### src/design/carbon_memmap_pkg.sv
// --------------------------------------------------------------------------
// Platform address map and bus types
// --------------------------------------------------------------------------
package carbon_memmap_pkg;

  typedef logic [31:0] addr_t;
  typedef logic [31:0] data_t;

  // Word index carried to the targets (byte address bits 9:2)
  typedef logic [7:0] word_idx_t;

  typedef enum logic [1:0] {
    TGT_DISCOVERY,
    TGT_CSR,
    TGT_MMIO,
    TGT_RAM
  } target_e;

  // --------------------------------------------------------------------------
  // Windows, hit when (addr & MASK) == BASE
  // --------------------------------------------------------------------------
  localparam addr_t DISCOVERY_BASE = 32'h0001_0000;
  localparam addr_t DISCOVERY_MASK = 32'hFFFF_FF00;

  localparam addr_t CSR_BASE = 32'h0002_0000;
  localparam addr_t CSR_MASK = 32'hFFFF_FFE0;

  localparam addr_t MMIO_BASE = 32'h0003_0000;
  localparam addr_t MMIO_MASK = 32'hFFFF_FFF0;

  // MMIO word layout
  localparam logic [1:0] MMIO_WORD_SIGNATURE = 2'd0;
  localparam logic [1:0] MMIO_WORD_POWEROFF  = 2'd1;

endpackage : carbon_memmap_pkg

### src/design/mmio_regs.sv
// --------------------------------------------------------------------------
// Signature and poweroff registers
// --------------------------------------------------------------------------
`timescale 1ns/1ps

module mmio_regs (
  input  logic                         clk,
  input  logic                         rst_n,
  input  logic                         sel,
  input  logic                         write,
  input  carbon_memmap_pkg::word_idx_t idx,
  input  carbon_memmap_pkg::data_t     wdata,
  output carbon_memmap_pkg::data_t     rdata,
  output carbon_memmap_pkg::data_t     signature,
  output logic                         poweroff
);
  import carbon_memmap_pkg::*;

  always_ff @(posedge clk or negedge rst_n) begin
    if (!rst_n) begin
      signature <= '0;
      poweroff  <= 1'b0;
    end else if (sel && write) begin
      if (idx[1:0] == MMIO_WORD_SIGNATURE) begin
        signature <= wdata;
      end
      // Sticky until reset
      if (idx[1:0] == MMIO_WORD_POWEROFF && wdata[0]) begin
        poweroff <= 1'b1;
      end
    end
  end

  always_ff @(posedge clk) begin
    if (sel && !write) begin
      case (idx[1:0])
        MMIO_WORD_SIGNATURE: rdata <= signature;
        MMIO_WORD_POWEROFF:  rdata <= {31'b0, poweroff};
        default:             rdata <= '0;
      endcase
    end
  end

endmodule : mmio_regs

### config.mk
export PLATFORM = sky130hd
export DESIGN_NAME = mmio_regs
export DESIGN_NICKNAME = d
export VERILOG_FILES = /design/src/design/carbon_memmap_pkg.sv /design/src/design/mmio_regs.sv
export SDC_FILE = /design/constraint.sdc
export NUM_CORES = 1
export LEC_CHECK = 0
export BUFFER_PORTS_ARGS = -buffer_cell sky130_fd_sc_hd__buf_2
export CAP_MARGIN = 20
export CORE_MARGIN = 2
export CORE_UTILIZATION = 51
export CTS_CLUSTER_DIAMETER = 40
export DETAILED_ROUTE_END_ITERATION = 10
export PLACE_DENSITY = 0.85
export SETUP_SLACK_MARGIN = 0.2
export SYNTH_ARGS = -nofsm -noshare
export SYNTH_HDL_FRONTEND = slang
export SYNTH_SLANG_ARGS = --single-unit
### constraint.sdc
create_clock -name clk -period 1.6 [get_ports clk]
set_input_delay 0.32 -clock clk [delete_from_list [all_inputs] [get_ports clk]]
set_output_delay 0.32 -clock clk [all_outputs]
set_load 0.1 [all_outputs]
# Word level (Yosys, flattened, before mapping)
# Index checks and enable logic that the tools add are counted.
[word_totals]
input_bits = 44
reg_bits = 65
wordCells = 12
output_inout_bits = 65
[op_classes]
mux = 1
reduce_logical = 7
n_eq_ne = 1
[op_table]
columns = ["cell", "count"]
rows = [
  ["32-bit one-hot mux with 2 select lines", 1],
  ["2-bit AND reduction", 2],
  ["1-bit logical AND", 3],
  ["2-bit by 1-bit equality test with 1-bit output (second input constant)", 1],
  ["2-bit logical NOT", 1],
  ["1-bit logical NOT", 1],
]

# Logic depth before layout (Yosys ltp)
[logic_depth]
ltp_word = 3
ltp_mapped = 4

# Worst setup path after synthesis
# Ideal clock, no wire load.
[synth_timing]
path_type = "input-to-reg"
start = "input write"
end = "register rdata[0], enable pin"
path_buffers = 0
t_required_ns = 1.175
arrival_ns = 1.772
path_slack_ns = -0.598
stages = 1
path_cell_list = "nor2b_1"
[synth_via]
elab_chain_len = 2
[synth_lines]
columns = ["element", "line_no", "text"]
rows = [
  ["start, declared", "mmio_regs.sv:10", "input logic write,"],
  ["1-bit logical NOT", "mmio_regs.sv:35", "if (sel && !write) begin"],
  ["1-bit logical AND", "mmio_regs.sv:35", ""],
  ["end signal, assigned", "mmio_regs.sv:37", "MMIO_WORD_SIGNATURE: rdata <= signature;"],
  ["end signal, assigned", "mmio_regs.sv:38", "MMIO_WORD_POWEROFF: rdata <= {31'b0, poweroff};"],
  ["end, declared", "mmio_regs.sv:13", "output carbon_memmap_pkg::data_t rdata,"],
]
# Every way passes these cells.
# A chain may end at the register's enable or synchronous reset.

# Worst setup path after layout
[layout_timing]
start = "register signature[1]"
end = "output signature[1]"
[layout_rtl]
columns = ["element", "line_no", "text"]
rows = [
  ["start, declared", "mmio_regs.sv:14", "output carbon_memmap_pkg::data_t signature,"],
  ["start signal, assigned", "mmio_regs.sv:25", "signature <= wdata;"],
]
# No word-level cell between the ends.

==> flow_summary.yaml <==
timing:
  worst_slack_ns: 0.2361
  hold_slack_ns: 0.2102
  maxSlewHeadroom: 0.6379
  finalHoldViolCount: 0
  finalSetupViolCount: 0
  clock.fmax_mhz: 733.2
  slew_viol_final: 0
  fin_skew_ns: 0.009698
  fin_crit_sh: 0.8525
  period_needed_ns: 1.364
  rsz0062_at_grt: "no"
  tightest_slew_ns: 0.5419
critical_path:
  crit_required_ns: 1.28
  end_kind: "output port"
  worstPathMaxFanout: 3
  cp-start-kind: "flip-flop"
  worstPathArrival_ns: 1.04
  critPathSlowestCell: "dfrtp_1"
  crit_family: "flip-flops"
  crit_type: "reg2out"
  cpPeakStageDelay_ns: 0.40
  critPathBufInv: 1
  crit_chain: "buf_4"
cells_and_area:
  nFillCells: 325
  regArea_um2: 1787
  layout_common_cells: "68 x buf_4, 37 x buf_2, 33 x dfrtp_1"
  final_common_cell: "buf_4"
  final_area_um2: 3546
  n_antenna_cell: 0
  drive_gt1_frac: 0.6062
  nets: 298
  syn2layout_area_growth_pct: 37.44
  layout.cells.non_filler: 326
  multi_input_area_um2: 744.5
routing:
  vias: 1538
  ant_nets: 0
  drt_iter0_drc: 110
  wirelength_um: 5178
  wl_per_cell_um: 15.88
  drcViolationCount: 0
  drtPass1Iterations: 4
  avgViaCountPerCell: 4.718
placed_design:
  place_ws_ns: -0.01211
  postPlaceCellArea_um2: 3158
  portBuffers: 102
  dp_cells: 309
  gp_congestion: 0.7729
  dpl.hpwl_um: 3577
clock_network:
  clock_sinks: 65
  root_buffer: "clkbuf_8"
  htreeDepth: 3
  cts_tree: "yes"
  ctsLongestPathBuffers: 2
  clk_pin_slew_ns: 0.07
  insertion_delay_ns: 0.33
  cts_buffers: 9
floorplan:
  core_area_um2: 4786
  die_y_um: 75.13
  die-area_um2: 5644
  initial_core_util: 0.5391
  die_w_um: 75.13
  rows: 25
  top_level_ports: 109
power_and_ir_drop:
  p_total_w: 0.006104
  power.leakage_nw: 1.638
  ir_drop_uv: 1340
  powerDensity_nw_per_um2: 1721
global_routing:
  grt_pass1_vias: 1583
  grt_usage: 0.1991
  grt_pass1_wl_um: 7907
  antenna_found_initial: 0
  grt_overflow_total: 0
  grt_max_degree: 32
hold_path:
  min_path_type: "in2reg"
yosys:
  synth-seq-cells: 65
  yosysWarningCount: 0
  yosys.area.top_type: "edfxtp_1"
  synth_top_cells_by_area: "edfxtp_1 37%, dfrtp_1 32%, mux2_4 17%"
  mappedNetlistNets: 186
  ys_seq_area_frac: 0.6925
  synth_top_area_share: 0.3725
  avgSynthCellArea_um2: 18.17
  netlist_area_um2: 2580
  synth.distinct_cells: 14
  syn-instance-count: 142
flow_run:
  drv_cap: 0
status:
  status: "completed"
## cell usage after synthesis
master,number
and2_1,31
buf_12,3
buf_4,1
clkbuf_1,3
dfrtp_1,33
edfxtp_1,32
mux2_2,2
mux2_4,30
mux2i_1,1
nand4_1,1
nor2_1,2
nor2b_1,1
nor4bb_1,1
o21bai_1,1
## registers in the layout (all words and copies together), names as in the netlist
name and cells:
rdata 32, signature 32, poweroff 1
## cell families after synthesis
kind of cell | count (synthesis) | share of synthesized area
AOI/OAI and AO/OA | 1 | 0.002911
buffers and inverters | 7 | 0.03055
DFF | 65 | 0.6925
muxes | 33 | 0.1872
and+or+nand+nor | 36 | 0.08681
## layer usage
layer	global-route usage	vias up	wire length, um
met1	0.2459	734	2102
met2	0.3158	71	2590
li1	-	724	-
met5	0	-	0
met3	0.06560	9	387
met4	0.09921	0	98
## worst paths after layout
kind	startpoint	to	slack (ns)	depth (start not counted)
max in group asynchronous	rst_n	signature[19]	0.57	3
min in group asynchronous	rst_n	signature[0]	0.44	2
min	wdata[25]	signature[25]	0.21	2
max	signature[1]	signature[1]	0.24	1
max reg2reg	poweroff	rdata[0]	0.76	2
min reg2reg	poweroff	poweroff	0.52	1
## metrics by stage
stage / TNS, ns / utilization
5_1_grt: 0 / 0.7409
4_1_cts: 0 / 0.7388
2_1_floorplan: 0 / -
3_5_place_dp: -0.08544 / 0.6599
3_3_place_gp: 0 / 0.6599
6_report: 0 / 0.7409
## where the power goes
group,internal [W],switching [W],total [W]
registers,0.00200,0.000163,0.00216
clock network,0.000869,0.000609,0.00148
logic,0.000580,0.00188,0.00246
## layout make-up
type,count,area share
clock buffer,10,0.03599
timing repair buffer,108,0.2032
clock inverter,6,0.02329
multi-input combinational,70,0.2100
sequential,65,0.5039
tap,67,0.02364
## repair_timing
action	4_1_cts	5_1_grt
hold endpoints to repair	16	0
setup buffers	0	0
endpoints found under the setup margin	63	7
resized for setup	63	3
hold buffers	1	0
Power figures use the tool's default switching activity.
