File: config.mk
export PLATFORM = sky130hd
export DESIGN_NAME = bringup_sequencer
export DESIGN_NICKNAME = d
export VERILOG_FILES = /design/src/design/carbon_arch_pkg.sv /design/src/design/carbon_memmap_pkg.sv /design/src/design/bringup_sequencer.sv
export SDC_FILE = /design/constraint.sdc
export NUM_CORES = 1
export LEC_CHECK = 0
export BUFFER_PORTS_ARGS = -buffer_cell sky130_fd_sc_hd__clkbuf_2
export CAP_MARGIN = 5
export CORE_ASPECT_RATIO = 0.75
export CORE_MARGIN = 1
export CORE_UTILIZATION = 30
export DETAILED_ROUTE_END_ITERATION = 10
export PLACE_DENSITY_LB_ADDON = 0.3
export SLEW_MARGIN = 0
export SYNTH_ARGS = -nofsm -noshare
export SYNTH_HDL_FRONTEND = slang
export SYNTH_SLANG_ARGS = --single-unit
File: constraint.sdc
create_clock -name clk -period 1.66 [get_ports clk]
set_input_delay 0.332 -clock clk [delete_from_list [all_inputs] [get_ports clk]]
set_output_delay 0.332 -clock clk [all_outputs]
set_load 0.02 [all_outputs]
File: src/design/carbon_arch_pkg.sv
// --------------------------------------------------------------------------
// Architecture constants and discovery table
// --------------------------------------------------------------------------
package carbon_arch_pkg;

  typedef logic [2:0]  csr_idx_t;
  typedef logic [31:0] disc_word_t;

  localparam csr_idx_t CSR_MODEFLAGS      = 3'd0;
  localparam csr_idx_t CSR_AM9513_CTRL    = 3'd1;
  localparam csr_idx_t CSR_AM9513_MODE    = 3'd2;
  localparam csr_idx_t CSR_COMP_BASE_LO   = 3'd3;
  localparam csr_idx_t CSR_COMP_BASE_HI   = 3'd4;
  localparam csr_idx_t CSR_COMP_RING_MASK = 3'd5;
  localparam csr_idx_t CSR_CAI_IRQ_ENABLE = 3'd6;
  localparam int       CSR_COUNT          = 7;

  localparam logic [7:0] MODE_NATIVE_MASK = 8'h04;
  localparam logic [7:0] AM9513_P2_AM9513 = 8'd2;

  // Tier and ladder ids presented through discovery
  localparam logic [7:0] CPU_TIER_P6_Z380   = 8'd6;
  localparam logic [7:0] FPU_TIER_P2_AM9513 = 8'd2;
  localparam logic [7:0] LADDER_Z80         = 8'd1;
  localparam logic [7:0] LADDER_AM95        = 8'd2;

  // --------------------------------------------------------------------------
  // Bring-up writes, in issue order
  // --------------------------------------------------------------------------
  localparam int BRINGUP_STEPS = 7;

  localparam csr_idx_t BRINGUP_IDX [BRINGUP_STEPS] = '{
    CSR_MODEFLAGS, CSR_AM9513_CTRL, CSR_AM9513_MODE, CSR_COMP_BASE_LO,
    CSR_COMP_BASE_HI, CSR_COMP_RING_MASK, CSR_CAI_IRQ_ENABLE
  };

  localparam logic [31:0] BRINGUP_DATA [BRINGUP_STEPS] = '{
    32'(MODE_NATIVE_MASK), 32'h0000_0001, 32'(AM9513_P2_AM9513), 32'h0000_0500,
    32'h0000_0000, 32'h0000_0000, 32'h0000_0000
  };

  // --------------------------------------------------------------------------
  // Discovery table
  // --------------------------------------------------------------------------
  localparam logic [7:0] DISC_OFF_SIGNATURE   = 8'h00;
  localparam logic [7:0] DISC_OFF_HEADER      = 8'h04;
  localparam logic [7:0] DISC_OFF_TIERS       = 8'h08;
  localparam logic [7:0] DISC_OFF_CPU_FEAT    = 8'h60;
  localparam logic [7:0] DISC_OFF_FPU_FEAT    = 8'h70;
  localparam logic [7:0] DISC_OFF_PERIPH_FEAT = 8'h80;

  localparam disc_word_t DISC_SIGNATURE   = 32'h4353_4443;
  localparam disc_word_t DISC_HEADER      = {16'd64, 16'd1};
  localparam disc_word_t DISC_TIERS       =
      {LADDER_AM95, LADDER_Z80, FPU_TIER_P2_AM9513, CPU_TIER_P6_Z380};
  localparam disc_word_t DISC_CPU_FEAT    = 32'h0000_001F;
  localparam disc_word_t DISC_FPU_FEAT    = 32'h0000_0001;
  localparam disc_word_t DISC_PERIPH_FEAT = 32'h0000_000F;

  // Word at a byte offset, 0 where nothing is defined
  function automatic disc_word_t disc_lookup(input logic [7:0] byte_off);
    disc_word_t word;
    case (byte_off)
      DISC_OFF_SIGNATURE:   word = DISC_SIGNATURE;
      DISC_OFF_HEADER:      word = DISC_HEADER;
      DISC_OFF_TIERS:       word = DISC_TIERS;
      DISC_OFF_CPU_FEAT:    word = DISC_CPU_FEAT;
      DISC_OFF_FPU_FEAT:    word = DISC_FPU_FEAT;
      DISC_OFF_PERIPH_FEAT: word = DISC_PERIPH_FEAT;
      default:              word = '0;
    endcase
    return word;
  endfunction

endpackage : carbon_arch_pkg

File: src/design/carbon_memmap_pkg.sv
// --------------------------------------------------------------------------
// Platform address map and bus types
// --------------------------------------------------------------------------
package carbon_memmap_pkg;

  typedef logic [31:0] addr_t;
  typedef logic [31:0] data_t;

  // Word index carried to the targets (byte address bits 9:2)
  typedef logic [7:0] word_idx_t;

  typedef enum logic [1:0] {
    TGT_DISCOVERY,
    TGT_CSR,
    TGT_MMIO,
    TGT_RAM
  } target_e;

  // --------------------------------------------------------------------------
  // Windows, hit when (addr & MASK) == BASE
  // --------------------------------------------------------------------------
  localparam addr_t DISCOVERY_BASE = 32'h0001_0000;
  localparam addr_t DISCOVERY_MASK = 32'hFFFF_FF00;

  localparam addr_t CSR_BASE = 32'h0002_0000;
  localparam addr_t CSR_MASK = 32'hFFFF_FFE0;

  localparam addr_t MMIO_BASE = 32'h0003_0000;
  localparam addr_t MMIO_MASK = 32'hFFFF_FFF0;

  // MMIO word layout
  localparam logic [1:0] MMIO_WORD_SIGNATURE = 2'd0;
  localparam logic [1:0] MMIO_WORD_POWEROFF  = 2'd1;

endpackage : carbon_memmap_pkg

File: src/design/bringup_sequencer.sv
// --------------------------------------------------------------------------
// Bring-up CSR sequencer and CPU release
// --------------------------------------------------------------------------
`timescale 1ns/1ps

module bringup_sequencer (
  input  logic                      clk,
  input  logic                      rst_n,
  input  logic                      csr_wr_ack,
  output logic                      csr_wr_valid,
  output carbon_arch_pkg::csr_idx_t csr_wr_idx,
  output carbon_memmap_pkg::data_t  csr_wr_data,
  output logic                      cpu_halt,
  output logic                      run_pulse
);
  import carbon_memmap_pkg::*;
  import carbon_arch_pkg::*;

  typedef enum logic [1:0] {
    SEQ_ISSUE,
    SEQ_WAIT,
    SEQ_DONE
  } seq_state_e;

  seq_state_e state_q;
  logic [$clog2(BRINGUP_STEPS)-1:0] step_q;

  // One write per ISSUE cycle, straight from the table
  assign csr_wr_valid = (state_q == SEQ_ISSUE);
  assign csr_wr_idx   = BRINGUP_IDX[step_q];
  assign csr_wr_data  = data_t'(BRINGUP_DATA[step_q]);

  always_ff @(posedge clk or negedge rst_n) begin
    if (!rst_n) begin
      state_q   <= SEQ_ISSUE;
      step_q    <= '0;
      cpu_halt  <= 1'b1;
      run_pulse <= 1'b0;
    end else begin
      run_pulse <= 1'b0;
      case (state_q)
        SEQ_ISSUE: state_q <= SEQ_WAIT;
        SEQ_WAIT: begin
          if (csr_wr_ack) begin
            if (step_q == BRINGUP_STEPS - 1) begin
              // Last write landed, let the CPU run
              state_q   <= SEQ_DONE;
              cpu_halt  <= 1'b0;
              run_pulse <= 1'b1;
            end else begin
              step_q  <= step_q + 1'b1;
              state_q <= SEQ_ISSUE;
            end
          end
        end
        default: state_q <= SEQ_DONE;
      endcase
    end
  end

endmodule : bringup_sequencer

* After elaboration in Yosys (flattened, before gate mapping)
Memory sizes are Yosys's and may differ from the RTL's.
Index checks and enable logic that the tools add are counted.
** Operators by class
- Add/sub/neg operators :: 1
- Magnitude comparators :: 1
- Equal/unequal tests :: 3
- Mux-type cells :: 10
- Bitwise gates (word level) :: 2
- Reductions and logical operators :: 3
** Operators with widths (count)
- $mux 32 :: 2
- $mux 3 :: 2
- $reduce_and 3->1 :: 2
- $ge 4x4->1 const B :: 1
- $mux 2 :: 2
- $not 3->4 :: 1
- $pmux 2 s2 :: 1
- $add 3x1->3 const B :: 1
- $eq 3x3->1 const B :: 1
- $mux 1 :: 3
- $eq 2x1->1 const B :: 1
- $logic_not 2->1 :: 1
- $ne 2x2->1 const B :: 1
- $not 1->1 :: 1
** Storage, ports and cells
- Register bits after elaboration :: 7
- ROM bits :: 280
- Output and inout port bits :: 38
- Logic and storage cells :: 26
- Memories :: 2
** Memories
- (no name shown) :: depth 8, width 32, read ports 1, clocked after memory_dff 0, wr ports 0, RTL line bringup_sequencer.sv:31 : assign csr_wr_data = data_t'(BRINGUP_DATA[step_q]);
- (no name shown) :: depth 8, width 3, read ports 1, clocked after memory_dff 0, wr ports 0, RTL line bringup_sequencer.sv:30 : assign csr_wr_idx = BRINGUP_IDX[step_q];

* Logic depth before layout (Yosys ltp)
- Word-level depth :: 4
- Mapped depth :: 5
- Gate-level depth less buffers :: 5

* Worst setup path before layout
Ideal clock, no wire load.
- Path type :: register -> output
- From :: reg step_q[1]
- To :: out csr_wr_data[10]
- Data arrival time :: 1.042 ns
- Data required time :: 1.328 ns
- Setup slack :: 0.286 ns
- Stages on the path, launching flop included :: 4
- Buffers on the path :: 1
- Cell sequence :: dfrtp_1 ha_1 ha_1 buf_4
** On the way
- Word-level cells in the longest chain between the ends :: 4
** Ends and longest elaborated chain
- start, declared :: RTL line bringup_sequencer.sv:26 : logic [$clog2(BRINGUP_STEPS)-1:0] step_q;
- start signal, assigned :: RTL line bringup_sequencer.sv:51 : step_q <= step_q + 1'b1;
- $not 3->4 (not written as such) :: RTL line bringup_sequencer.sv:31
- $mem_v2 8x32
- $mux 32 (not written as such) (2 in a row) :: RTL line bringup_sequencer.sv:31
- end, declared :: RTL line bringup_sequencer.sv:12 : output carbon_memmap_pkg::data_t csr_wr_data,
Every way passes these cells. The select of a mux whose other input is x is not followed.

* Worst setup path in the final report
- From :: reg step_q[0]
- To :: out csr_wr_data[1]
Same word-level chain as after synthesis.

==> metrics.txt <==
Unique masters post-synth 17; flop2flop setup slack 370 ps; PortBufs 13; worst slack, placed 290 ps; routed length per instance 7.76 um; clk_lat worst skew 250 ps; Synth async-reset ratio 100%; P&R area growth vs syn 2.71%; Synth Flop Type dfrtp_1; area leader, netlist buf_4; first-pass GRT wire length 1140 um; final net count 87; Fin Clk Skew 0.778 ps; top-count cell post-synth buf_4; Crit. End Element output pin; largest net degree at the start of global routing 11; Power Density 1720 nW/um2; post-synthesis register bit count 7; power share of the clock group 14.3%; Leakage 0.000361 uW; top post-synthesis cells by area buf_4 (38%), dfrtp_1 (25%), ha_1 (10%), dfstp_2 (4.4%), nor2b_1 (4.2%); CTS tree done; setup TNS 0 ps; share of post-route cells with drive strength above 1 30.8%; Cell Rows 13; ANT nets after route 0; Comb power frac 53.9%; root buffer cell clkbuf_4; area share of the largest cell type after synthesis 37.6%; Post-synth top cells buf_4 (30), dfrtp_1 (6), ha_1 (5), nor2b_1 (4); core area 1810 um2; Vias/cell 3.54; Net Sw Power 502 uW; Hold Path Class input pin to register; startpoint types register; Peak supply drop 600 uV; Clock Sink Count 7; die area 2180 um2; Syn Area/Cell 9.51 um2; diode count 0; Max Transition Viols Final 0; DRT Wirelength 776 um; Placed Instance Area 564 um2; Reg clk slew, reported paths 50 ps; Final Hold Vio Count 0; Hold Path End state_q[0]; DRC 0; Die W 53.6 um; Critical Path RT 1330 ps; clk buf depth 2; number of buffers created by CTS 3; Final Cycle Share 93.8%; EDFF count, synth 0; GRT Total Usage 8.12%; via count 354; RR Endpoint step_q[1]; Setup violations, final 0; Synth Instances 63; DP Wirelength 609 um; starting density of the core 33.2%; total global routing overflow 0; synthesized cell area 599 um2; final hold slack 340 ps; Synth warnings 0; min Tclk post-route 1560 ps; final worst-path setup slack 102 ps; crit path max fanout 4; critical setup path kind register to output pin; Internal Power 557 uW; initial antenna violation count 0; Switching Share 47.4%; r2r worst-path depth 4; Fillers 190; Data arrival, critical path 1230 ps; design area 616 um2; post-synthesis sequential area ratio 29.4%; Critical R2R Launch step_q[0]; RD Place Congestion 0.727; vias in the first global route 261; max_cap viols 0; Seq pwr share 31.7%; Max Fclk 642 MHz; number of I/O pins 41; CTS H-tree lvls 1; Initial DRC Count 0; Min-Delay Path Depth 2; status complete, no violations; DR pass1 iterations 1; die height 40.7 um; Hold Path Origin csr_wr_ack; RSZ-0062 raised after global routing false
==> sequential cells by signal (all words and copies together) (netlist names) <==
name and cells:
cpu_halt 1, step_q 3, run_pulse 1, state_q 2
==> layout make-up <==
class / count / area, um2 / share of cell area (%)
clock buffers: 4 / 26.3 / 4.27
flip-flops and latches: 7 / 179 / 29.1
multi-input cells: 49 / 287 / 46.5
well taps: 22 / 27.5 / 4.47
inverters: 3 / 11.3 / 1.83
repair buffers: 15 / 85.1 / 13.8
==> cells in the final DEF, fill, tap and decap left out, drive strengths merged <==
cell and n:
a21o 1, a21oi 1, buf 4, clkbuf 14, conb 27, dfrtp 6, dfstp 1, dlygate4sd3 1
ha 5, inv 3, mux2 1, nand2 1, nand2b 1, nand3b 1, nand4 1, nor2 2
nor2b 4, o21ai 3, xnor2 1
==> logic make-up after synthesis <==
logic type	synth area share, %
AOI/OAI and AO/OA	4.59
xor gates and xnor gates	1.46
adders and majority gates	10.4
buffers and inverters	39.5
DFF	29.4
muxes	2.50
other	0.626
and+or+nand+nor	11.5
==> through the flow <==
stage / utilization, % / power [uW] / instances
CTS: 33.3 / 1040 / 99
global placement: 31.3 / 873 / 94
global route: 34.1 / 1170 / 100
finish: 34.1 / 1060 / 100
floorplan: - / 812 / 89
detailed placement: 31.3 / 879 / 94
==> worst max-delay path: stages, from the launching register on <==
cell and delay (ps):
dfrtp_2 430, inv_2 80, ha_2 190, nor2b_1 130, buf_4 150
==> what timing repair did <==
item | CTS | global route
setup buffers | 0 | 1
hold endpoints to repair | 6 | 0
hold buffers | 1 | 0
setup endpoints to repair | 0 | 6
gates resized for setup | 0 | 8
==> how the worst max path moves through the flow <==
stage	start	endpoint	slack, ps	cells past startpoint
global route	step_q[0]	csr_wr_data[1]	20	4
finish	step_q[0]	csr_wr_data[1]	100	4
CTS	step_q[0]	csr_wr_data[1]	20	4
floorplan	step_q[1]	csr_wr_data[10]	290	3
global placement	step_q[1]	csr_wr_idx[0]	320	5
detailed placement	step_q[0]	csr_wr_data[1]	290	4
==> routing by layer <==
layer	track usage (%)	share of wire, %	vias to the layer above
met5	0	0	-
li1	-	-	170
met1	9.27	42	160
met2	11.6	49	24
met4	3.95	0	0
met3	5.56	9.7	0
==> power by group through the flow <==
stage,Sequential (uW),Combinational [uW],Clock [uW]
floorplan,310,502,0
global placement,329,545,0
detailed placement,336,543,0
CTS,333,546,161
global route,349,646,172
finish,336,571,152
Power figures use the tool's default switching activity.
