<file path="src/design/carbon_arch_pkg.sv">
// --------------------------------------------------------------------------
// Architecture constants and discovery table
// --------------------------------------------------------------------------
package carbon_arch_pkg;

  typedef logic [2:0]  csr_idx_t;
  typedef logic [31:0] disc_word_t;

  localparam csr_idx_t CSR_MODEFLAGS      = 3'd0;
  localparam csr_idx_t CSR_AM9513_CTRL    = 3'd1;
  localparam csr_idx_t CSR_AM9513_MODE    = 3'd2;
  localparam csr_idx_t CSR_COMP_BASE_LO   = 3'd3;
  localparam csr_idx_t CSR_COMP_BASE_HI   = 3'd4;
  localparam csr_idx_t CSR_COMP_RING_MASK = 3'd5;
  localparam csr_idx_t CSR_CAI_IRQ_ENABLE = 3'd6;
  localparam int       CSR_COUNT          = 7;

  localparam logic [7:0] MODE_NATIVE_MASK = 8'h04;
  localparam logic [7:0] AM9513_P2_AM9513 = 8'd2;

  // Tier and ladder ids presented through discovery
  localparam logic [7:0] CPU_TIER_P6_Z380   = 8'd6;
  localparam logic [7:0] FPU_TIER_P2_AM9513 = 8'd2;
  localparam logic [7:0] LADDER_Z80         = 8'd1;
  localparam logic [7:0] LADDER_AM95        = 8'd2;

  // --------------------------------------------------------------------------
  // Bring-up writes, in issue order
  // --------------------------------------------------------------------------
  localparam int BRINGUP_STEPS = 7;

  localparam csr_idx_t BRINGUP_IDX [BRINGUP_STEPS] = '{
    CSR_MODEFLAGS, CSR_AM9513_CTRL, CSR_AM9513_MODE, CSR_COMP_BASE_LO,
    CSR_COMP_BASE_HI, CSR_COMP_RING_MASK, CSR_CAI_IRQ_ENABLE
  };

  localparam logic [31:0] BRINGUP_DATA [BRINGUP_STEPS] = '{
    32'(MODE_NATIVE_MASK), 32'h0000_0001, 32'(AM9513_P2_AM9513), 32'h0000_0500,
    32'h0000_0000, 32'h0000_0000, 32'h0000_0000
  };

  // --------------------------------------------------------------------------
  // Discovery table
  // --------------------------------------------------------------------------
  localparam logic [7:0] DISC_OFF_SIGNATURE   = 8'h00;
  localparam logic [7:0] DISC_OFF_HEADER      = 8'h04;
  localparam logic [7:0] DISC_OFF_TIERS       = 8'h08;
  localparam logic [7:0] DISC_OFF_CPU_FEAT    = 8'h60;
  localparam logic [7:0] DISC_OFF_FPU_FEAT    = 8'h70;
  localparam logic [7:0] DISC_OFF_PERIPH_FEAT = 8'h80;

  localparam disc_word_t DISC_SIGNATURE   = 32'h4353_4443;
  localparam disc_word_t DISC_HEADER      = {16'd64, 16'd1};
  localparam disc_word_t DISC_TIERS       =
      {LADDER_AM95, LADDER_Z80, FPU_TIER_P2_AM9513, CPU_TIER_P6_Z380};
  localparam disc_word_t DISC_CPU_FEAT    = 32'h0000_001F;
  localparam disc_word_t DISC_FPU_FEAT    = 32'h0000_0001;
  localparam disc_word_t DISC_PERIPH_FEAT = 32'h0000_000F;

  // Word at a byte offset, 0 where nothing is defined
  function automatic disc_word_t disc_lookup(input logic [7:0] byte_off);
    disc_word_t word;
    case (byte_off)
      DISC_OFF_SIGNATURE:   word = DISC_SIGNATURE;
      DISC_OFF_HEADER:      word = DISC_HEADER;
      DISC_OFF_TIERS:       word = DISC_TIERS;
      DISC_OFF_CPU_FEAT:    word = DISC_CPU_FEAT;
      DISC_OFF_FPU_FEAT:    word = DISC_FPU_FEAT;
      DISC_OFF_PERIPH_FEAT: word = DISC_PERIPH_FEAT;
      default:              word = '0;
    endcase
    return word;
  endfunction

endpackage : carbon_arch_pkg

</file>
<file path="src/design/carbon_memmap_pkg.sv">
// --------------------------------------------------------------------------
// Platform address map and bus types
// --------------------------------------------------------------------------
package carbon_memmap_pkg;

  typedef logic [31:0] addr_t;
  typedef logic [31:0] data_t;

  // Word index carried to the targets (byte address bits 9:2)
  typedef logic [7:0] word_idx_t;

  typedef enum logic [1:0] {
    TGT_DISCOVERY,
    TGT_CSR,
    TGT_MMIO,
    TGT_RAM
  } target_e;

  // --------------------------------------------------------------------------
  // Windows, hit when (addr & MASK) == BASE
  // --------------------------------------------------------------------------
  localparam addr_t DISCOVERY_BASE = 32'h0001_0000;
  localparam addr_t DISCOVERY_MASK = 32'hFFFF_FF00;

  localparam addr_t CSR_BASE = 32'h0002_0000;
  localparam addr_t CSR_MASK = 32'hFFFF_FFE0;

  localparam addr_t MMIO_BASE = 32'h0003_0000;
  localparam addr_t MMIO_MASK = 32'hFFFF_FFF0;

  // MMIO word layout
  localparam logic [1:0] MMIO_WORD_SIGNATURE = 2'd0;
  localparam logic [1:0] MMIO_WORD_POWEROFF  = 2'd1;

endpackage : carbon_memmap_pkg

</file>
<file path="src/design/bus_decoder.sv">
// --------------------------------------------------------------------------
// Request decode and response pipeline
// --------------------------------------------------------------------------
`timescale 1ns/1ps

module bus_decoder (
  input  logic                          clk,
  input  logic                          rst_n,
  input  logic                          cpu_halt,
  input  logic                          req_valid,
  input  logic                          req_write,
  input  carbon_memmap_pkg::addr_t      req_addr,
  input  carbon_memmap_pkg::data_t      req_wdata,
  output logic                          resp_valid,
  output carbon_memmap_pkg::data_t      resp_rdata,
  output logic                          resp_err,
  output logic                          sel_disc,
  output logic                          sel_csr,
  output logic                          sel_mmio,
  output logic                          sel_ram,
  output logic                          tgt_write,
  output carbon_memmap_pkg::word_idx_t  tgt_idx,
  output carbon_memmap_pkg::data_t      tgt_wdata,
  input  carbon_arch_pkg::disc_word_t   disc_rdata,
  input  carbon_memmap_pkg::data_t      csr_rdata,
  input  carbon_memmap_pkg::data_t      mmio_rdata,
  input  carbon_memmap_pkg::data_t      ram_rdata
);
  import carbon_memmap_pkg::*;

  target_e   req_target;
  logic      req_err;

  logic      s1_valid;
  logic      s1_write;
  logic      s1_err;
  target_e   s1_target;
  word_idx_t s1_idx;
  data_t     s1_wdata;

  logic      s2_valid;
  logic      s2_err;
  logic      s2_read;
  target_e   s2_target;

  // Window match, RAM is the default
  always_comb begin
    if ((req_addr & DISCOVERY_MASK) == DISCOVERY_BASE) begin
      req_target = TGT_DISCOVERY;
    end else if ((req_addr & CSR_MASK) == CSR_BASE) begin
      req_target = TGT_CSR;
    end else if ((req_addr & MMIO_MASK) == MMIO_BASE) begin
      req_target = TGT_MMIO;
    end else begin
      req_target = TGT_RAM;
    end
  end

  // Halted CPU, or a write to a read-only window
  assign req_err = cpu_halt ||
                   (req_write && (req_target == TGT_DISCOVERY || req_target == TGT_CSR));

  // --------------------------------------------------------------------------
  // Stage 1 and target strobes
  // --------------------------------------------------------------------------
  always_ff @(posedge clk or negedge rst_n) begin
    if (!rst_n) begin
      s1_valid  <= 1'b0;
      s1_write  <= 1'b0;
      s1_err    <= 1'b0;
      s1_target <= TGT_RAM;
    end else begin
      s1_valid  <= req_valid;
      s1_write  <= req_write;
      s1_err    <= req_valid && req_err;
      s1_target <= req_target;
    end
  end

  always_ff @(posedge clk) begin
    s1_idx   <= req_addr[9:2];
    s1_wdata <= req_wdata;
  end

  assign sel_disc  = s1_valid && !s1_err && (s1_target == TGT_DISCOVERY);
  assign sel_csr   = s1_valid && !s1_err && (s1_target == TGT_CSR);
  assign sel_mmio  = s1_valid && !s1_err && (s1_target == TGT_MMIO);
  assign sel_ram   = s1_valid && !s1_err && (s1_target == TGT_RAM);
  assign tgt_write = s1_write;
  assign tgt_idx   = s1_idx;
  assign tgt_wdata = s1_wdata;

  // --------------------------------------------------------------------------
  // Stage 2 and response mux
  // --------------------------------------------------------------------------
  always_ff @(posedge clk or negedge rst_n) begin
    if (!rst_n) begin
      s2_valid  <= 1'b0;
      s2_err    <= 1'b0;
      s2_read   <= 1'b0;
      s2_target <= TGT_RAM;
    end else begin
      s2_valid  <= s1_valid;
      s2_err    <= s1_err;
      s2_read   <= s1_valid && !s1_write && !s1_err;
      s2_target <= s1_target;
    end
  end

  assign resp_valid = s2_valid;
  assign resp_err   = s2_err;

  // Data only for good reads
  always_comb begin
    resp_rdata = '0;
    if (s2_read) begin
      case (s2_target)
        TGT_DISCOVERY: resp_rdata = disc_rdata;
        TGT_CSR:       resp_rdata = csr_rdata;
        TGT_MMIO:      resp_rdata = mmio_rdata;
        default:       resp_rdata = ram_rdata;
      endcase
    end
  end

endmodule : bus_decoder

</file>
<file path="config.mk">
export PLATFORM = sky130hd
export DESIGN_NAME = bus_decoder
export DESIGN_NICKNAME = d
export VERILOG_FILES = /design/src/design/carbon_arch_pkg.sv /design/src/design/carbon_memmap_pkg.sv /design/src/design/bus_decoder.sv
export SDC_FILE = /design/constraint.sdc
export NUM_CORES = 1
export LEC_CHECK = 0
export BUFFER_PORTS_ARGS = -buffer_cell sky130_fd_sc_hd__buf_4
export CORE_AREA = 4 4 106 108
export CTS_BUF_LIST = sky130_fd_sc_hd__clkbuf_2
export DETAILED_ROUTE_END_ITERATION = 12
export DIE_AREA = 0 0 110 112
export PLACE_DENSITY = 0.62
export SETUP_SLACK_MARGIN = 0.3
export SYNTH_ARGS = -nofsm -noshare
export SYNTH_HDL_FRONTEND = slang
export SYNTH_SLANG_ARGS = --single-unit
</file>
<file path="constraint.sdc">
create_clock -name clk -period 1.9 [get_ports clk]
set_input_delay 0.38 -clock clk [delete_from_list [all_inputs] [get_ports clk]]
set_output_delay 0.38 -clock clk [all_outputs]
set_load 0.01 [all_outputs]
</file>
# Word level (Yosys, flattened, before mapping)
# Index checks and enable logic that the tools add are counted.
# totals
output_inout_bits	79
word_cells	40
register_bits	50
# op_classes
eq_ne	9
muxes	5
n_reduce_logical	16
# op_table
cell	count
one-hot mux 32 bit (3 select lines)	1
2-to-1 mux 32 bit	1
equality test 28 x 14 -> 1 bit (second input constant)	1
equality test 27 x 13 -> 1 bit (second input constant)	1
equality test 24 x 9 -> 1 bit (second input constant)	1
logical AND 1 bit	9
equality test 2 x 1 -> 1 bit (second input constant)	3
equality test 2 bit (second input constant)	3
logical NOT 2 bit	3
2-to-1 mux 2 bit	2
logical NOT 1 bit	2
logical OR 1 bit	2
2-to-1 mux 1 bit	1

# Longest topological paths before layout
# logic_depth
ltp_word	9
ltp_mapped	4

# Worst setup path before layout
# No wires, ideal clock.
# synth_path
kind	flip-flop to output port
start	register s2_target[0]
end	output resp_rdata[10]
path_stages_with_launch	5
slack_ns	0.075
required_ns	1.520
t_arrival_ns	1.445
cell_sequence	dfstp_2 -> buf_6 -> buf_12 -> mux4_2 -> and2_1
# synth_between
elab_chain_cells	3
# synth_rtl
element	line	text
start: declaration	bus_decoder.sv:44	target_e s2_target;
start signal: assignment	bus_decoder.sv:106	s2_target <= s1_target;
equality test 2 bit (tied with other cells)	bus_decoder.sv:117	case (s2_target)
one-hot mux 32 bit (3 select lines) (*)	bus_decoder.sv:117	
2-to-1 mux 32 bit (*)	bus_decoder.sv:116	if (s2_read) begin
end: declaration	bus_decoder.sv:15	output carbon_memmap_pkg::data_t resp_rdata,
# Every way passes the cells marked *; elsewhere a longest branch is shown, timed or not.

# Worst setup path in the final report
# layout_path
start	register s2_target[0]
end	output resp_rdata[20]
# The elaborated chain is that of the path after synthesis.

==> metrics.md <==
| Metric | Value |
|---|---|
| Status | `complete, but fails checks` |
| Failing checks | `setup timing` |
| Post-synthesis simple-gate area fraction | `0.148` |
| Tmin final | `2.44 ns` |
| CP bufs+invs | `2` |
| Total gr overflow | `0` |
| Tcrit/Tclk final | `1.28` |
| Post-synthesis compound-gate area fraction | `0.0172` |
| GRT Overall Usage | `0.146` |
| Mux share of post-synthesis cell area | `0.323` |
| NumNets Final | `651` |
| Most common cell in the netlist | `dfxtp_1` |
| IO Pins | `276` |
| Number of global-route vias before repair | `2,763` |
| Clock Tree Root | `clkbuf_2` |
| Vias/cell | `4.33` |
| Placed cells | `551` |
| Syn avg cell area | `15.3 um^2` |
| Core area | `between 0.01 and 0.015 mm^2` |
| CP max stage cell | `dfstp_2` |
| Clock Path Buffers | `2` |
| PwrDens | `469 mW/mm^2` |
| CP top delay family | `flip-flops` |
| Ant diodes | `0` |
| FFs w/ async S/R, synth | `0.200` |
| Top_reg_cell synth | `dfxtp_1` |
| Antenna violations before repair | `0` |
| Leakage dissipation | `2.49 nW` |
| Yosys warning count | `0` |
| Die Footprint | `0.0123 mm^2` |
| Post-Synth Adder-Cell Area | `0` |
| Die Wd | `110 um` |
| Crit. End Element | `primary output` |
| Max-slew headroom | `0.771` |
| Detailed Place HPWL | `8490 um` |
| Setup ws final | `-0.538 ns` |
| Pwr Total | `2.38 mW` |
| CP cell instances | `buf_12 > mux4_2 > and2_4 > buf_6` |
| DRT iter0 DRCs | `54` |
| Final wirelength | `10,500 um` |
| Critical path class | `reg -> out` |
| Worst Hold Slack | `0.0441 ns` |
| # DRC | `0` |
| Fin. Hold Viols | `0` |
| Crit Path Max Fanout | `16` |
| Synthesized area | `0.00225 mm^2` |
| Share of the synthesized area in the top cell type | `0.355` |
| Sum Neg Setup Slack | `-16.14 ns` |
| VDD IR-drop max | `0.979 mV` |
| CTS tree | `built` |
| Fmax | `0.410 GHz` |
| Fin util | `0.497` |
| Wire length per cell | `17.8 um` |
| Die H | `112 um` |
| Placed inst area | `between 0.004 and 0.005 mm^2` |
| Post-route cell area | `between 0.005 and 0.006 mm^2` |
| Commonest cells in the synthesized netlist | `dfxtp_1, and2_1, mux4_2, dfrtp_1` |
| Post-synth EDFFs | `0` |
| CP arrival | `2.06 ns` |
| Syn_nets | `344` |
| Final Skew | `0.00897 ns` |
| Port Buf Inserts | `273` |
| First-pass iteration count of the detailed router | `4` |
| Synth Register Bits | `50` |
| Pin count of the biggest net entering global routing | `33` |
| Area leader, netlist | `dfxtp_1` |
| RSZ-0062 raised after global routing | `true` |
| Combinational family with the most area after synthesis | `multiplexers` |
| Slew @ Worst Pin | `0.343 ns` |
| Initial Util | `0.220` |
| Global-route wire length before repair | `13,900 um` |
| XOR/XNOR Fraction of Synth Area | `0` |
| Filler cells | `910` |
| Register area share after synthesis | `0.469` |
| CP required | `approximately 1.5 ns` |
| CP max stage delay | `0.63 ns` |
| Largest cells by area after synthesis | `dfxtp_1, mux4_2, and2_1` |
| Synth Instances | `roughly 150` |
| P&R area growth vs syn | `126%` |
| Final Wtd Congestion | `0.779` |
| Finish-stage setup viols | `32` |
| CTS Sinks | `50` |
| H-tree depth | `2` |
| Via count | `2,558` |
| Hold Crit Class | `in -> reg` |
| Number of max-cap violations | `0` |
| Critical path startpoint category | `flip-flop` |
| Post-synth cell types | `24` |
| Clock Pin Slew Worst Setup and Hold Paths | `0.25 ns` |
| Share of cells above drive strength 1 | `0.798` |
| Setup WS pre-CTS | `-0.135 ns` |
| Rows | `37` |
| Clock insertion delay at the later pin of the skew report | `0.41 ns` |
| CTS Buf Count | `5` |
| Final cell count without fillers | `591` |
| Antenna Violating Nets Remaining | `0` |
| Slew Viols, Final | `0` |
[per-layer routing]
layer,vias up,wire [um],global-route usage
met5,-,0,0
met4,0,125,0.0299
met3,10,1590,0.0783
met2,168,5590,0.283
met1,1207,3210,0.130
li1,1173,-,-
[repair_timing]
action,CTS,global route
pin swaps,3,1
endpoints found under the hold margin,10,28
setup buffers,3,0
setup endpoints to repair,36,36
gates resized for setup,40,3
hold buffers,1,28
[cells in the final DEF (no fill, tap or decap), types with 2 or more instances in the layout]
cell,instances
buf_4,241
and2_4,32
nor2_1,2
and2_1,2
buf_6,36
mux4_2,32
nor4_1,4
dfrtp_1,6
dfstp_2,4
buf_12,4
or4_1,2
dlygate4sd3_1,29
inv_6,2
clkbuf_2,5
dfxtp_1,40
[final cells by class]
type | instances | area [um^2] | area share
timing repair buffer | 310 | 2580 | 0.508
clock inverter | 3 | 47.5 | 0.00935
sequential | 50 | 1060 | 0.208
clock buffer | 5 | 25.0 | 0.00492
tap | 136 | 170 | 0.0335
multi-input combinational | 87 | 1200 | 0.236
[cell families (layout without fill, tap and decap cells)]
kind of cell	count (synthesis)	count (layout)
simple gates	52	52
buf+inv	10	318
compound gates	3	3
flops	50	50
mux	32	32
[path summary, 6_finish.rpt]
check / startpoint / to / slack [ns] / cells past startpoint
min in group asynchronous: rst_n / resp_err / 0.29 / 2
worst min register to register: s1_target[0] / s2_target[0] / 0.42 / 0
worst min-delay path: req_wdata[21] / tgt_wdata[21] / 0.04 / 1
worst max-delay path: s2_target[0] / resp_rdata[20] / -0.54 / 4
max in group asynchronous: rst_n / s2_target[1] / 1.39 / 2
worst max register to register: s1_target[1] / s2_target[1] / 1.16 / 1
[state kept, by name, indices dropped and copies added, names as in the netlist]
register / cells
s2_read: 1
resp_err: 1
s2_target: 2
s1_err: 1
resp_valid: 1
s1_target: 2
tgt_write: 1
tgt_idx: 8
tgt_wdata: 32
s1_valid: 1
[where the power goes]
part | internal (mW) | switching (mW)
registers | 1.11 | 0.0172
clock network | 0.233 | 0.351
logic | 0.486 | 0.191
Note: power is estimated with default switching activity, not from simulation.
