--- config.mk ---
export PLATFORM = sky130hd
export DESIGN_NAME = csr_bank
export DESIGN_NICKNAME = d
export VERILOG_FILES = /design/src/design/carbon_arch_pkg.sv /design/src/design/carbon_memmap_pkg.sv /design/src/design/csr_bank.sv
export SDC_FILE = /design/constraint.sdc
export NUM_CORES = 1
export LEC_CHECK = 0
export BUFFER_PORTS_ARGS = -buffer_cell sky130_fd_sc_hd__buf_2
export CAP_MARGIN = 20
export CORE_MARGIN = 2
export CORE_UTILIZATION = 48
export CTS_BUF_LIST = sky130_fd_sc_hd__clkbuf_16
export DETAILED_ROUTE_END_ITERATION = 6
export GPL_TIMING_DRIVEN = 1
export PLACE_DENSITY = 0.68
export SLEW_MARGIN = 20
export SYNTH_ARGS = -nofsm -noshare
export SYNTH_HDL_FRONTEND = slang
export SYNTH_SLANG_ARGS = --single-unit
--- constraint.sdc ---
create_clock -name clk -period 0.92 [get_ports clk]
set_input_delay 0.092 -clock clk [delete_from_list [all_inputs] [get_ports clk]]
set_output_delay 0.092 -clock clk [all_outputs]
set_load 0.05 [all_outputs]
--- src/design/carbon_arch_pkg.sv ---
// --------------------------------------------------------------------------
// Architecture constants and discovery table
// --------------------------------------------------------------------------
package carbon_arch_pkg;

  typedef logic [2:0]  csr_idx_t;
  typedef logic [31:0] disc_word_t;

  localparam csr_idx_t CSR_MODEFLAGS      = 3'd0;
  localparam csr_idx_t CSR_AM9513_CTRL    = 3'd1;
  localparam csr_idx_t CSR_AM9513_MODE    = 3'd2;
  localparam csr_idx_t CSR_COMP_BASE_LO   = 3'd3;
  localparam csr_idx_t CSR_COMP_BASE_HI   = 3'd4;
  localparam csr_idx_t CSR_COMP_RING_MASK = 3'd5;
  localparam csr_idx_t CSR_CAI_IRQ_ENABLE = 3'd6;
  localparam int       CSR_COUNT          = 7;

  localparam logic [7:0] MODE_NATIVE_MASK = 8'h04;
  localparam logic [7:0] AM9513_P2_AM9513 = 8'd2;

  // Tier and ladder ids presented through discovery
  localparam logic [7:0] CPU_TIER_P6_Z380   = 8'd6;
  localparam logic [7:0] FPU_TIER_P2_AM9513 = 8'd2;
  localparam logic [7:0] LADDER_Z80         = 8'd1;
  localparam logic [7:0] LADDER_AM95        = 8'd2;

  // --------------------------------------------------------------------------
  // Bring-up writes, in issue order
  // --------------------------------------------------------------------------
  localparam int BRINGUP_STEPS = 7;

  localparam csr_idx_t BRINGUP_IDX [BRINGUP_STEPS] = '{
    CSR_MODEFLAGS, CSR_AM9513_CTRL, CSR_AM9513_MODE, CSR_COMP_BASE_LO,
    CSR_COMP_BASE_HI, CSR_COMP_RING_MASK, CSR_CAI_IRQ_ENABLE
  };

  localparam logic [31:0] BRINGUP_DATA [BRINGUP_STEPS] = '{
    32'(MODE_NATIVE_MASK), 32'h0000_0001, 32'(AM9513_P2_AM9513), 32'h0000_0500,
    32'h0000_0000, 32'h0000_0000, 32'h0000_0000
  };

  // --------------------------------------------------------------------------
  // Discovery table
  // --------------------------------------------------------------------------
  localparam logic [7:0] DISC_OFF_SIGNATURE   = 8'h00;
  localparam logic [7:0] DISC_OFF_HEADER      = 8'h04;
  localparam logic [7:0] DISC_OFF_TIERS       = 8'h08;
  localparam logic [7:0] DISC_OFF_CPU_FEAT    = 8'h60;
  localparam logic [7:0] DISC_OFF_FPU_FEAT    = 8'h70;
  localparam logic [7:0] DISC_OFF_PERIPH_FEAT = 8'h80;

  localparam disc_word_t DISC_SIGNATURE   = 32'h4353_4443;
  localparam disc_word_t DISC_HEADER      = {16'd64, 16'd1};
  localparam disc_word_t DISC_TIERS       =
      {LADDER_AM95, LADDER_Z80, FPU_TIER_P2_AM9513, CPU_TIER_P6_Z380};
  localparam disc_word_t DISC_CPU_FEAT    = 32'h0000_001F;
  localparam disc_word_t DISC_FPU_FEAT    = 32'h0000_0001;
  localparam disc_word_t DISC_PERIPH_FEAT = 32'h0000_000F;

  // Word at a byte offset, 0 where nothing is defined
  function automatic disc_word_t disc_lookup(input logic [7:0] byte_off);
    disc_word_t word;
    case (byte_off)
      DISC_OFF_SIGNATURE:   word = DISC_SIGNATURE;
      DISC_OFF_HEADER:      word = DISC_HEADER;
      DISC_OFF_TIERS:       word = DISC_TIERS;
      DISC_OFF_CPU_FEAT:    word = DISC_CPU_FEAT;
      DISC_OFF_FPU_FEAT:    word = DISC_FPU_FEAT;
      DISC_OFF_PERIPH_FEAT: word = DISC_PERIPH_FEAT;
      default:              word = '0;
    endcase
    return word;
  endfunction

endpackage : carbon_arch_pkg

--- src/design/carbon_memmap_pkg.sv ---
// --------------------------------------------------------------------------
// Platform address map and bus types
// --------------------------------------------------------------------------
package carbon_memmap_pkg;

  typedef logic [31:0] addr_t;
  typedef logic [31:0] data_t;

  // Word index carried to the targets (byte address bits 9:2)
  typedef logic [7:0] word_idx_t;

  typedef enum logic [1:0] {
    TGT_DISCOVERY,
    TGT_CSR,
    TGT_MMIO,
    TGT_RAM
  } target_e;

  // --------------------------------------------------------------------------
  // Windows, hit when (addr & MASK) == BASE
  // --------------------------------------------------------------------------
  localparam addr_t DISCOVERY_BASE = 32'h0001_0000;
  localparam addr_t DISCOVERY_MASK = 32'hFFFF_FF00;

  localparam addr_t CSR_BASE = 32'h0002_0000;
  localparam addr_t CSR_MASK = 32'hFFFF_FFE0;

  localparam addr_t MMIO_BASE = 32'h0003_0000;
  localparam addr_t MMIO_MASK = 32'hFFFF_FFF0;

  // MMIO word layout
  localparam logic [1:0] MMIO_WORD_SIGNATURE = 2'd0;
  localparam logic [1:0] MMIO_WORD_POWEROFF  = 2'd1;

endpackage : carbon_memmap_pkg

--- src/design/csr_bank.sv ---
// --------------------------------------------------------------------------
// Configuration register bank
// --------------------------------------------------------------------------
`timescale 1ns/1ps

module csr_bank (
  input  logic                      clk,
  input  logic                      rst_n,
  input  logic                      csr_wr_valid,
  input  carbon_arch_pkg::csr_idx_t csr_wr_idx,
  input  carbon_memmap_pkg::data_t  csr_wr_data,
  output logic                      csr_wr_ack,
  input  logic                      rd_sel,
  input  carbon_arch_pkg::csr_idx_t rd_idx,
  output carbon_memmap_pkg::data_t  rd_data
);
  import carbon_memmap_pkg::*;
  import carbon_arch_pkg::*;

  data_t regs_q [CSR_COUNT];

  always_ff @(posedge clk or negedge rst_n) begin
    if (!rst_n) begin
      for (int i = 0; i < CSR_COUNT; i++) begin
        regs_q[i] <= '0;
      end
      csr_wr_ack <= 1'b0;
    end else begin
      csr_wr_ack <= csr_wr_valid;
      if (csr_wr_valid && (csr_wr_idx < CSR_COUNT)) begin
        regs_q[csr_wr_idx] <= csr_wr_data;
      end
    end
  end

  // Index 7 is unimplemented
  always_ff @(posedge clk) begin
    if (rd_sel) begin
      rd_data <= (rd_idx < CSR_COUNT) ? regs_q[rd_idx] : '0;
    end
  end

endmodule : csr_bank

-- After elaboration in Yosys (flattened, before gate mapping)
Index checks and enable logic that the tools add are counted.
- bits in registers: 257
- output and inout bits: 33
- $lt $le $gt $ge: 5
- multiplexer cells: 6
- reduce and logical (&&, ||, !) cells: 2
- bitwise operators: 2
- operators with widths (cell ; count):
    $bwmux 224 ; 1
    $bmux 32 s3 ; 1
    $demux 32 s3 ; 1
    $mux 32 ; 3
    $ge 4x4->1 const B ; 2
    $not 3->4 ; 2
    $lt 3x3->1 const B ; 2
    $lt 4x1->1 const B ; 1
    $logic_and 1x1->1 ; 2

-- Logic depth before layout (Yosys ltp)
Gate-level depths: netlist (run 1).
- depth in word-level cells: 6
- gate-level depth with buffers: 6
- depth with buffers taken out: 3

-- Worst setup path after synthesis (run 1)
Ideal clock, no wire load.
- path kind: in2reg
- from: input port csr_wr_idx[1]
- to: register regs_q[65] (netlist name)
- arrival: 1.148 ns
- path buffers: 1
- setup slack: -0.352 ns
- cell stages on the path: 4
- required time: 0.795 ns
- setup time: 0.125 ns
- cells stage by stage: nand2b_1 -> nor3b_2 -> buf_4 -> mux2_2
- cells in the longest elaborated chain, start to end: 6
- elaborated cells between the ends (all ways): 9
- those cells by class: order compare: 3; mux: 3; bitwise: 1; reduce/logical: 2
- ends and longest elaborated chain (element ; RTL line ; source):
    from (decl) ; csr_bank.sv:10 ; input carbon_arch_pkg::csr_idx_t csr_wr_idx,
    $not 3->4 (not written as such) ; csr_bank.sv:31 ; regs_q[csr_wr_idx] <= csr_wr_data;
    $ge 4x4->1 (not written as such) or $lt 4x1->1 (tied branches) ; csr_bank.sv:31 ;
    $logic_and 1x1->1 (not written as such) ; csr_bank.sv:31 ;
    $mux 32 (not written as such) ; csr_bank.sv:31 ;
    $demux 32 s3 ; csr_bank.sv:31 ;
    $bwmux 224 ; csr_bank.sv:31 ;
    to (signal, indexed assignment) ; csr_bank.sv:31 ;
    to (decl) ; csr_bank.sv:20 ; data_t regs_q [CSR_COUNT];
Parallel ways exist; a longest one is shown, timed or not.
A chain may end at the register's enable or synchronous reset.

-- Worst setup path in the final report (run 1)
- from: register rd_data[19]
- to: output port rd_data[19]
- RTL lines (element ; RTL line ; source):
    from (decl) ; csr_bank.sv:15 ; output carbon_memmap_pkg::data_t rd_data
    from (signal assigned) ; csr_bank.sv:39 ; rd_data <= (rd_idx < CSR_COUNT) ? regs_q[rd_idx] : '0;
No word-level cell between the ends.

==> results of run 1 <==
[metal layers]
| metal | vias up | share of wire, % | GRT usage [%] |
|---|---|---|---|
| li1 | 3189 | - | - |
| met1 | 3759 | 43 | 28.5 |
| met2 | 130 | 51 | 39.2 |
| met3 | 43 | 3.4 | 2.95 |
| met4 | 0 | 2.1 | 6.36 |
| met5 | - | 0 | 0 |
[cell usage after synthesis]
cell | n | area [um2]
nand2b_1 | 1 | 6.26
nand2_1 | 33 | 124
a22o_1 | 32 | 280
dfrtp_1 | 225 | 5630
nand4b_1 | 3 | 26.3
buf_2 | 20 | 100
nor3b_2 | 1 | 12.5
nor2b_1 | 2 | 12.5
buf_6 | 1 | 11.3
or2_2 | 32 | 200
nor2_1 | 1 | 3.75
buf_4 | 13 | 97.6
nor3b_4 | 1 | 18.8
mux2_1 | 6 | 67.6
mux2i_1 | 96 | 961
clkbuf_1 | 18 | 67.6
a31oi_1 | 32 | 200
edfxtp_1 | 32 | 961
nor3_2 | 2 | 20.0
mux2_2 | 218 | 2450
[cell type report]
type / count / area, um2 / area share (%)
well taps: 319 / 399 / 2.72
flip-flops and latches: 257 / 6590 / 44.9
clock inverters: 22 / 169 / 1.15
multi-input cells: 460 / 4790 / 32.6
clock buffers: 30 / 751 / 5.11
repair buffers: 210 / 2000 / 13.6
[report_power, final]
group,internal (uW),switching [uW]
combinational,4080,2950
clock,6670,4480
sequential,13900,1270
total,24700,8700
[cell usage in the layout, fill, tap and decap left out]
| cell type | Yosys | final |
|---|---|---|
| dfrtp_1 | 225 | 225 |
| mux2_2 | 218 | 185 |
| mux2i_1 | 96 | 96 |
| buf_4 | 13 | 76 |
| buf_2 | 20 | 39 |
| mux2_4 | 0 | 37 |
| buf_6 | 1 | 36 |
| dlygate4sd3_1 | 0 | 35 |
| nand2_1 | 33 | 33 |
| a22o_1 | 32 | 32 |
| edfxtp_1 | 32 | 32 |
| or2_4 | 0 | 31 |
| clkbuf_16 | 0 | 30 |
| buf_12 | 0 | 23 |
| a31oi_1 | 32 | 20 |
| clkinv_1 | 0 | 9 |
| a31oi_4 | 0 | 7 |
| clkinv_2 | 0 | 6 |
| a31oi_2 | 0 | 5 |
| inv_1 | 0 | 4 |
| nand4b_1 | 3 | 3 |
| bufinv_16 | 0 | 3 |
| nor2b_4 | 0 | 2 |
| nor3_4 | 0 | 2 |
| nor3b_4 | 1 | 2 |
| mux2_1 | 6 | 2 |
| nor2_4 | 0 | 1 |
| nand2b_4 | 0 | 1 |
| or2_2 | 32 | 1 |
| clkbuf_8 | 0 | 1 |
[registers in the layout, summed over array words and instances, names as in the netlist]
signal,flops
rd_data,32
regs_q,224
csr_wr_ack,1
[repair_timing]
action | CTS | global route
buffers inserted | 17 | 12
hold buffers | 35 | 0
setup endpoints to repair | 65 | 67
gates resized for setup | 103 | 17
pin swaps | 43 | 26
hold endpoints to repair | 457 | 0
[kinds of logic (layout without fill, tap and decap cells)]
kind of cell / after synthesis / count (layout) / share of synthesized area (%)
multiplexers: 320 / 320 / 30.9
flip-flops: 257 / 257 / 58.6
AND/OR/NAND/NOR: 76 / 76 / 3.77
AO/OA/AOI/OAI: 64 / 64 / 4.27
buffers and inverters: 52 / 262 / 2.46
[path summary, 6_finish.rpt]
kind,startpoint,to,slack (ps)
max,rd_data[19]$_SDFFCE_PP0P_,rd_data[19],-310
min,rst_n,regs_q[29]$_DFFE_PN0P_,30
max reg2reg,regs_q[175]$_DFFE_PN0P_,rd_data[15]$_SDFFCE_PP0P_,-190
min reg2reg,regs_q[69]$_DFFE_PN0P_,regs_q[69]$_DFFE_PN0P_,490
max in group asynchronous,rst_n,regs_q[174]$_DFFE_PN0P_,260
min in group clk,rd_idx[2],rd_data[6]$_SDFFCE_PP0P_,170
[metrics by stage]
step                      utilization, %  setup TNS (ps)  std cells  setup WS, ps
final                               63.2          -11880       1298          -311
after global routing                63.2          -14460       1298          -339
after CTS                           62.4          -12150       1286          -338
after detailed placement            55.0         -100640       1184          -470
after global placement              55.0          -96690       1184          -449
after floorplan                        -          -55140        769          -271
==> results.ini, run 1 <==
[global_route]
antenna_found_initial = 0
grt_max_degree = 52
track_usage_pct = 22.1
grt_pass1_vias = 7693
grt_pass1_wl_mm = 42.4
overflow = 0

[sta]
worstMarginPinSlew_ps = 353
drv_slew = 0
hold_ws_ps = 26.7
finalCritPeriodShare_pct = 134
min_period_ps = 1230
rsz0062_at_grt = yes
hold_viol = 0
setup_ws_ps = -311
finalClockSkew_ps = 12.3
max_freq_mhz = 812
slew_headroom_pct = 76.4
setup_viol = 66

[run]
maxCapViolCount = 0

[route]
drt_pass1_iterations = 4
first_iter_violations = 307
antenna_left = 0
postRouteWirelength_mm = 26.7
viasPerCell = 5.49
vias = 7121
wl_per_cell_um = 20.6
drcViolationCount = 0

[clock_tree]
clockRootBuffer = clkbuf_16
cts.clk_slew.worst_paths_ps = 60
cts_tree = yes
clockBufferDepth = 3
h-tree-depth = 1
clk_latency_ps = 540
cts.sinks = 257
cts_buffers = 28

[logic_synthesis]
syn_avg_cell_area_um2 = 14.6
synth_area_um2 = 11300
syn_nets = 811
yosysSeqAreaShare_pct = 58.6
synth_cell_types = 20
synth_warnings = 0
synth.ff_latch_count = 257
synthCells = 769

[worst_hold_path]
worstHoldPathType = in2async

[worst_setup_path]
cp_top_family = flip-flops
crit_chain = buf_6
crit_buf_inv = 1
ff2ff_path_depth = 3
cp.depth = 1
worst_setup_path_start_kind = register
cp.required_ps = 830
crit_type = reg2out
max_stage_delay_ps = 430
worstSetupEndpointType = output port
critPathMaxFanout = 1
cp_slowest_cell = edfxtp_1
cp_data_arrival_time_ps = 1140

[floorplan]
start_util_pct = 48.4
design.die.area_um2 = 24700
row_count = 56
core_um2 = 23300
die_y_um = 157
ios = 75
die_w_um = 157

[power]
power_leakage_uw = 0.00656
power.total_uw = 33400
power_density_nw_per_um2 = 2270
vdd_drop_max_v = 0.00135

[cells_and_area]
drive_above_1_share_pct = 49.8
fillers = 1753
diodes = 0
fin_area_um2 = 14700
syn_to_final_growth_pct = 30.6
nets = 999

[place]
place_congestion = 0.768
dpl_cell_area_um2 = 12800
portBuffers = 74
hpwl_mm = 16.7

[outcome]
status = finished with violations
violations = negative setup slack

(Power assumes the default switching activity.)
==> run 2, diff against run 1 <==
==> constraint.sdc (replaced) <==
create_clock -name clk -period 0.92 [get_ports clk]
set_input_delay 0.184 -clock clk [delete_from_list [all_inputs] [get_ports clk]]
set_output_delay 0.184 -clock clk [all_outputs]
set_load 0.05 [all_outputs]
==> run 2 against run 1 <==
Net effect: the flow still finishes with violations (negative setup slack); cell area up 0.97%; first-iteration DRC count rose by 40%; die area stayed put; clock power about the same; wire length grew 2.9%.
==> results.ini, run 2 (synthesis results as in run 1) <==
[worst_setup_path]
worst_setup_path_start_kind = register
max_stage_delay_ps = 420  ; about the same
crit_chain = buf_6
worstSetupEndpointType = output port
cp_data_arrival_time_ps = 1140  ; about the same
crit_buf_inv = 1  ; unchanged
cp.required_ps = 740  ; -90 ps
critPathMaxFanout = 1  ; unchanged
cp.depth = 1  ; unchanged
ff2ff_path_depth = 3  ; unchanged
crit_type = reg2out
cp_top_family = flip-flops
cp_slowest_cell = edfxtp_1

[global_route]
use_met2_pct = 40.7  ; +1.5 points
grt_pass1_wl_mm = 42.9  ; +1.2%
track_usage_pct = 22.4  ; +0.31 points
grt_pass1_vias = 7720  ; +0.35%
grt_max_degree = 48  ; -7.7%
grt.busiest_layer = met2
antenna_found_initial = 1  ; +1
overflow = 0  ; unchanged
grt_util_met3_pct = 2.97  ; +0.028 points
use_met1_pct = 28.7  ; +0.21 points

[route]
drcViolationCount = 0  ; unchanged
postRouteWirelength_mm = 27.5  ; +2.9%
wl_per_cell_um = 21.2  ; +3.1%
drt_pass1_iterations = 4  ; unchanged
vias = 7083  ; -0.53%
viasPerCell = 5.47  ; -0.30%
antenna_left = 0  ; unchanged
first_iter_violations = 429  ; +40%

[outcome]
violations = negative setup slack
status = finished with violations

[clock_tree]
clockRootBuffer = clkbuf_16
cts_buffers = 28  ; unchanged
h-tree-depth = 1  ; unchanged
clockBufferDepth = 3  ; unchanged
clk_latency_ps = 540  ; about the same
cts.clk_slew.worst_paths_ps = 60  ; about the same
cts.sinks = 257  ; unchanged
cts_tree = yes

[cells_and_area]
largest_reg_flops = 224  ; unchanged
final_cell_mix = 225 x dfrtp_1, 155 x mux2_2, 96 x mux2i_1
syn_to_final_growth_pct = 31.8
largest_register = regs_q
final_cells = 1295  ; -0.23%
nets = 996  ; -0.30%
fillers = 1739  ; -0.80%
utilization_pct = 63.8  ; +0.61 points
top_regs = regs_q (224), rd_data (32), csr_wr_ack (1)
layout_commonest_cell = dfrtp_1
drive_above_1_share_pct = 50.1  ; +0.20 points
fin_area_um2 = 14800  ; +0.97%

[place]
place_inst = 1177  ; -0.59%
place_congestion = 0.767  ; -0.17%
portBuffers = 74  ; unchanged
dp_slack_ps = -570  ; -99.5 ps
hpwl_mm = 16.6  ; -1.0%
dpl_cell_area_um2 = 12700  ; -0.41%

[floorplan]
row_count = 56  ; unchanged
die_y_um = 157  ; unchanged
core_um2 = 23300  ; unchanged
start_util_pct = 48.4  ; unchanged
ios = 75  ; unchanged
design.die.area_um2 = 24700  ; unchanged
die_w_um = 157  ; unchanged

[sta]
setup_ws_ps = -399  ; -87.7 ps
max_freq_mhz = 758  ; -6.6%
drv_slew = 0  ; unchanged
setup_viol = 87  ; +32%
min_period_ps = 1320  ; +87.7 ps
hold_viol = 0  ; unchanged
slew_headroom_pct = 79.4  ; +3.0 points
rsz0062_at_grt = yes
finalCritPeriodShare_pct = 143  ; +9.5 points
worstMarginPinSlew_ps = 308  ; -44.8 ps
finalClockSkew_ps = 8.38  ; -3.91 ps
hold_ws_ps = 99.8  ; +73.1 ps

[worst_hold_path]
min_path_cells = 2
worstHoldPathType = in2reg

[power]
power_leakage_uw = 0.00666  ; +1.5%
vdd_drop_max_v = 0.00143  ; +6.4%
power_density_nw_per_um2 = 2260  ; -0.60%

[run]
maxCapViolCount = 0  ; unchanged

run 2: cell count changes in the layout (fill, tap and decap cells not counted), sizes merged:
cell         before  now
clkbuf           31   32
clkinv           15   12
inv               4    5
clkinvlp          0    1
dlygate4sd3      35   34
diode             0    1
buf             174  171
run 2: area by class of cell:
cell class	instances	area (um2)	area share, %
flip-flops and latches	257	6590	44.4
multi-input cells	460	4870	32.8
repair buffers	207	2060	13.9
clock buffers	30	751	5.06
well taps	319	399	2.69
clock inverters	21	168	1.13
diodes	1	2.50	0.0169
run 2: metrics by stage:
step	power, uW	setup TNS, ps
after floorplan	19300	-78690
after global placement	20800	-121580
after detailed placement	21300	-125860
after CTS	33200	-15130
after global routing	34900	-18500
final	33500	-15440
run 2: report_power, final:
part | internal, uW | switching (uW) | total [uW]
Sequential | 13900 | 1290 | 15200
Clock | 6660 | 4420 | 11100
Combinational | 4220 | 2970 | 7190
Total | 24800 | 8680 | 33500
run 2: repair_timing:
action | CTS | global route
setup endpoints to repair | 77 | 132
pin swaps | 46 | 22
buffers inserted | 24 | 9
hold buffers | 34 | 0
gates cloned | 2 | 1
endpoints found under the hold margin | 448 | 0
gates resized for setup | 101 | 50
run 2: final timing paths:
path / end / start / slack [ps]
max: rd_data[19] / rd_data[19]$_SDFFCE_PP0P_ / -400
min: rd_data[30]$_SDFFCE_PP0P_ / rd_sel / 100
max reg2reg: rd_data[15]$_SDFFCE_PP0P_ / regs_q[143]$_DFFE_PN0P_ / -170
min reg2reg: regs_q[1]$_DFFE_PN0P_ / regs_q[1]$_DFFE_PN0P_ / 500
max in group asynchronous: regs_q[195]$_DFFE_PN0P_ / rst_n / 240
min in group asynchronous: regs_q[156]$_DFFE_PN0P_ / rst_n / 120
run 2: per-layer routing:
metal | routed length, um | part of all wire, % | up-vias
met5 | 0 | 0 | -
met4 | 548 | 2.0 | 0
met3 | 778 | 2.8 | 35
met2 | 14200 | 52 | 118
met1 | 12000 | 44 | 3737
li1 | - | - | 3193
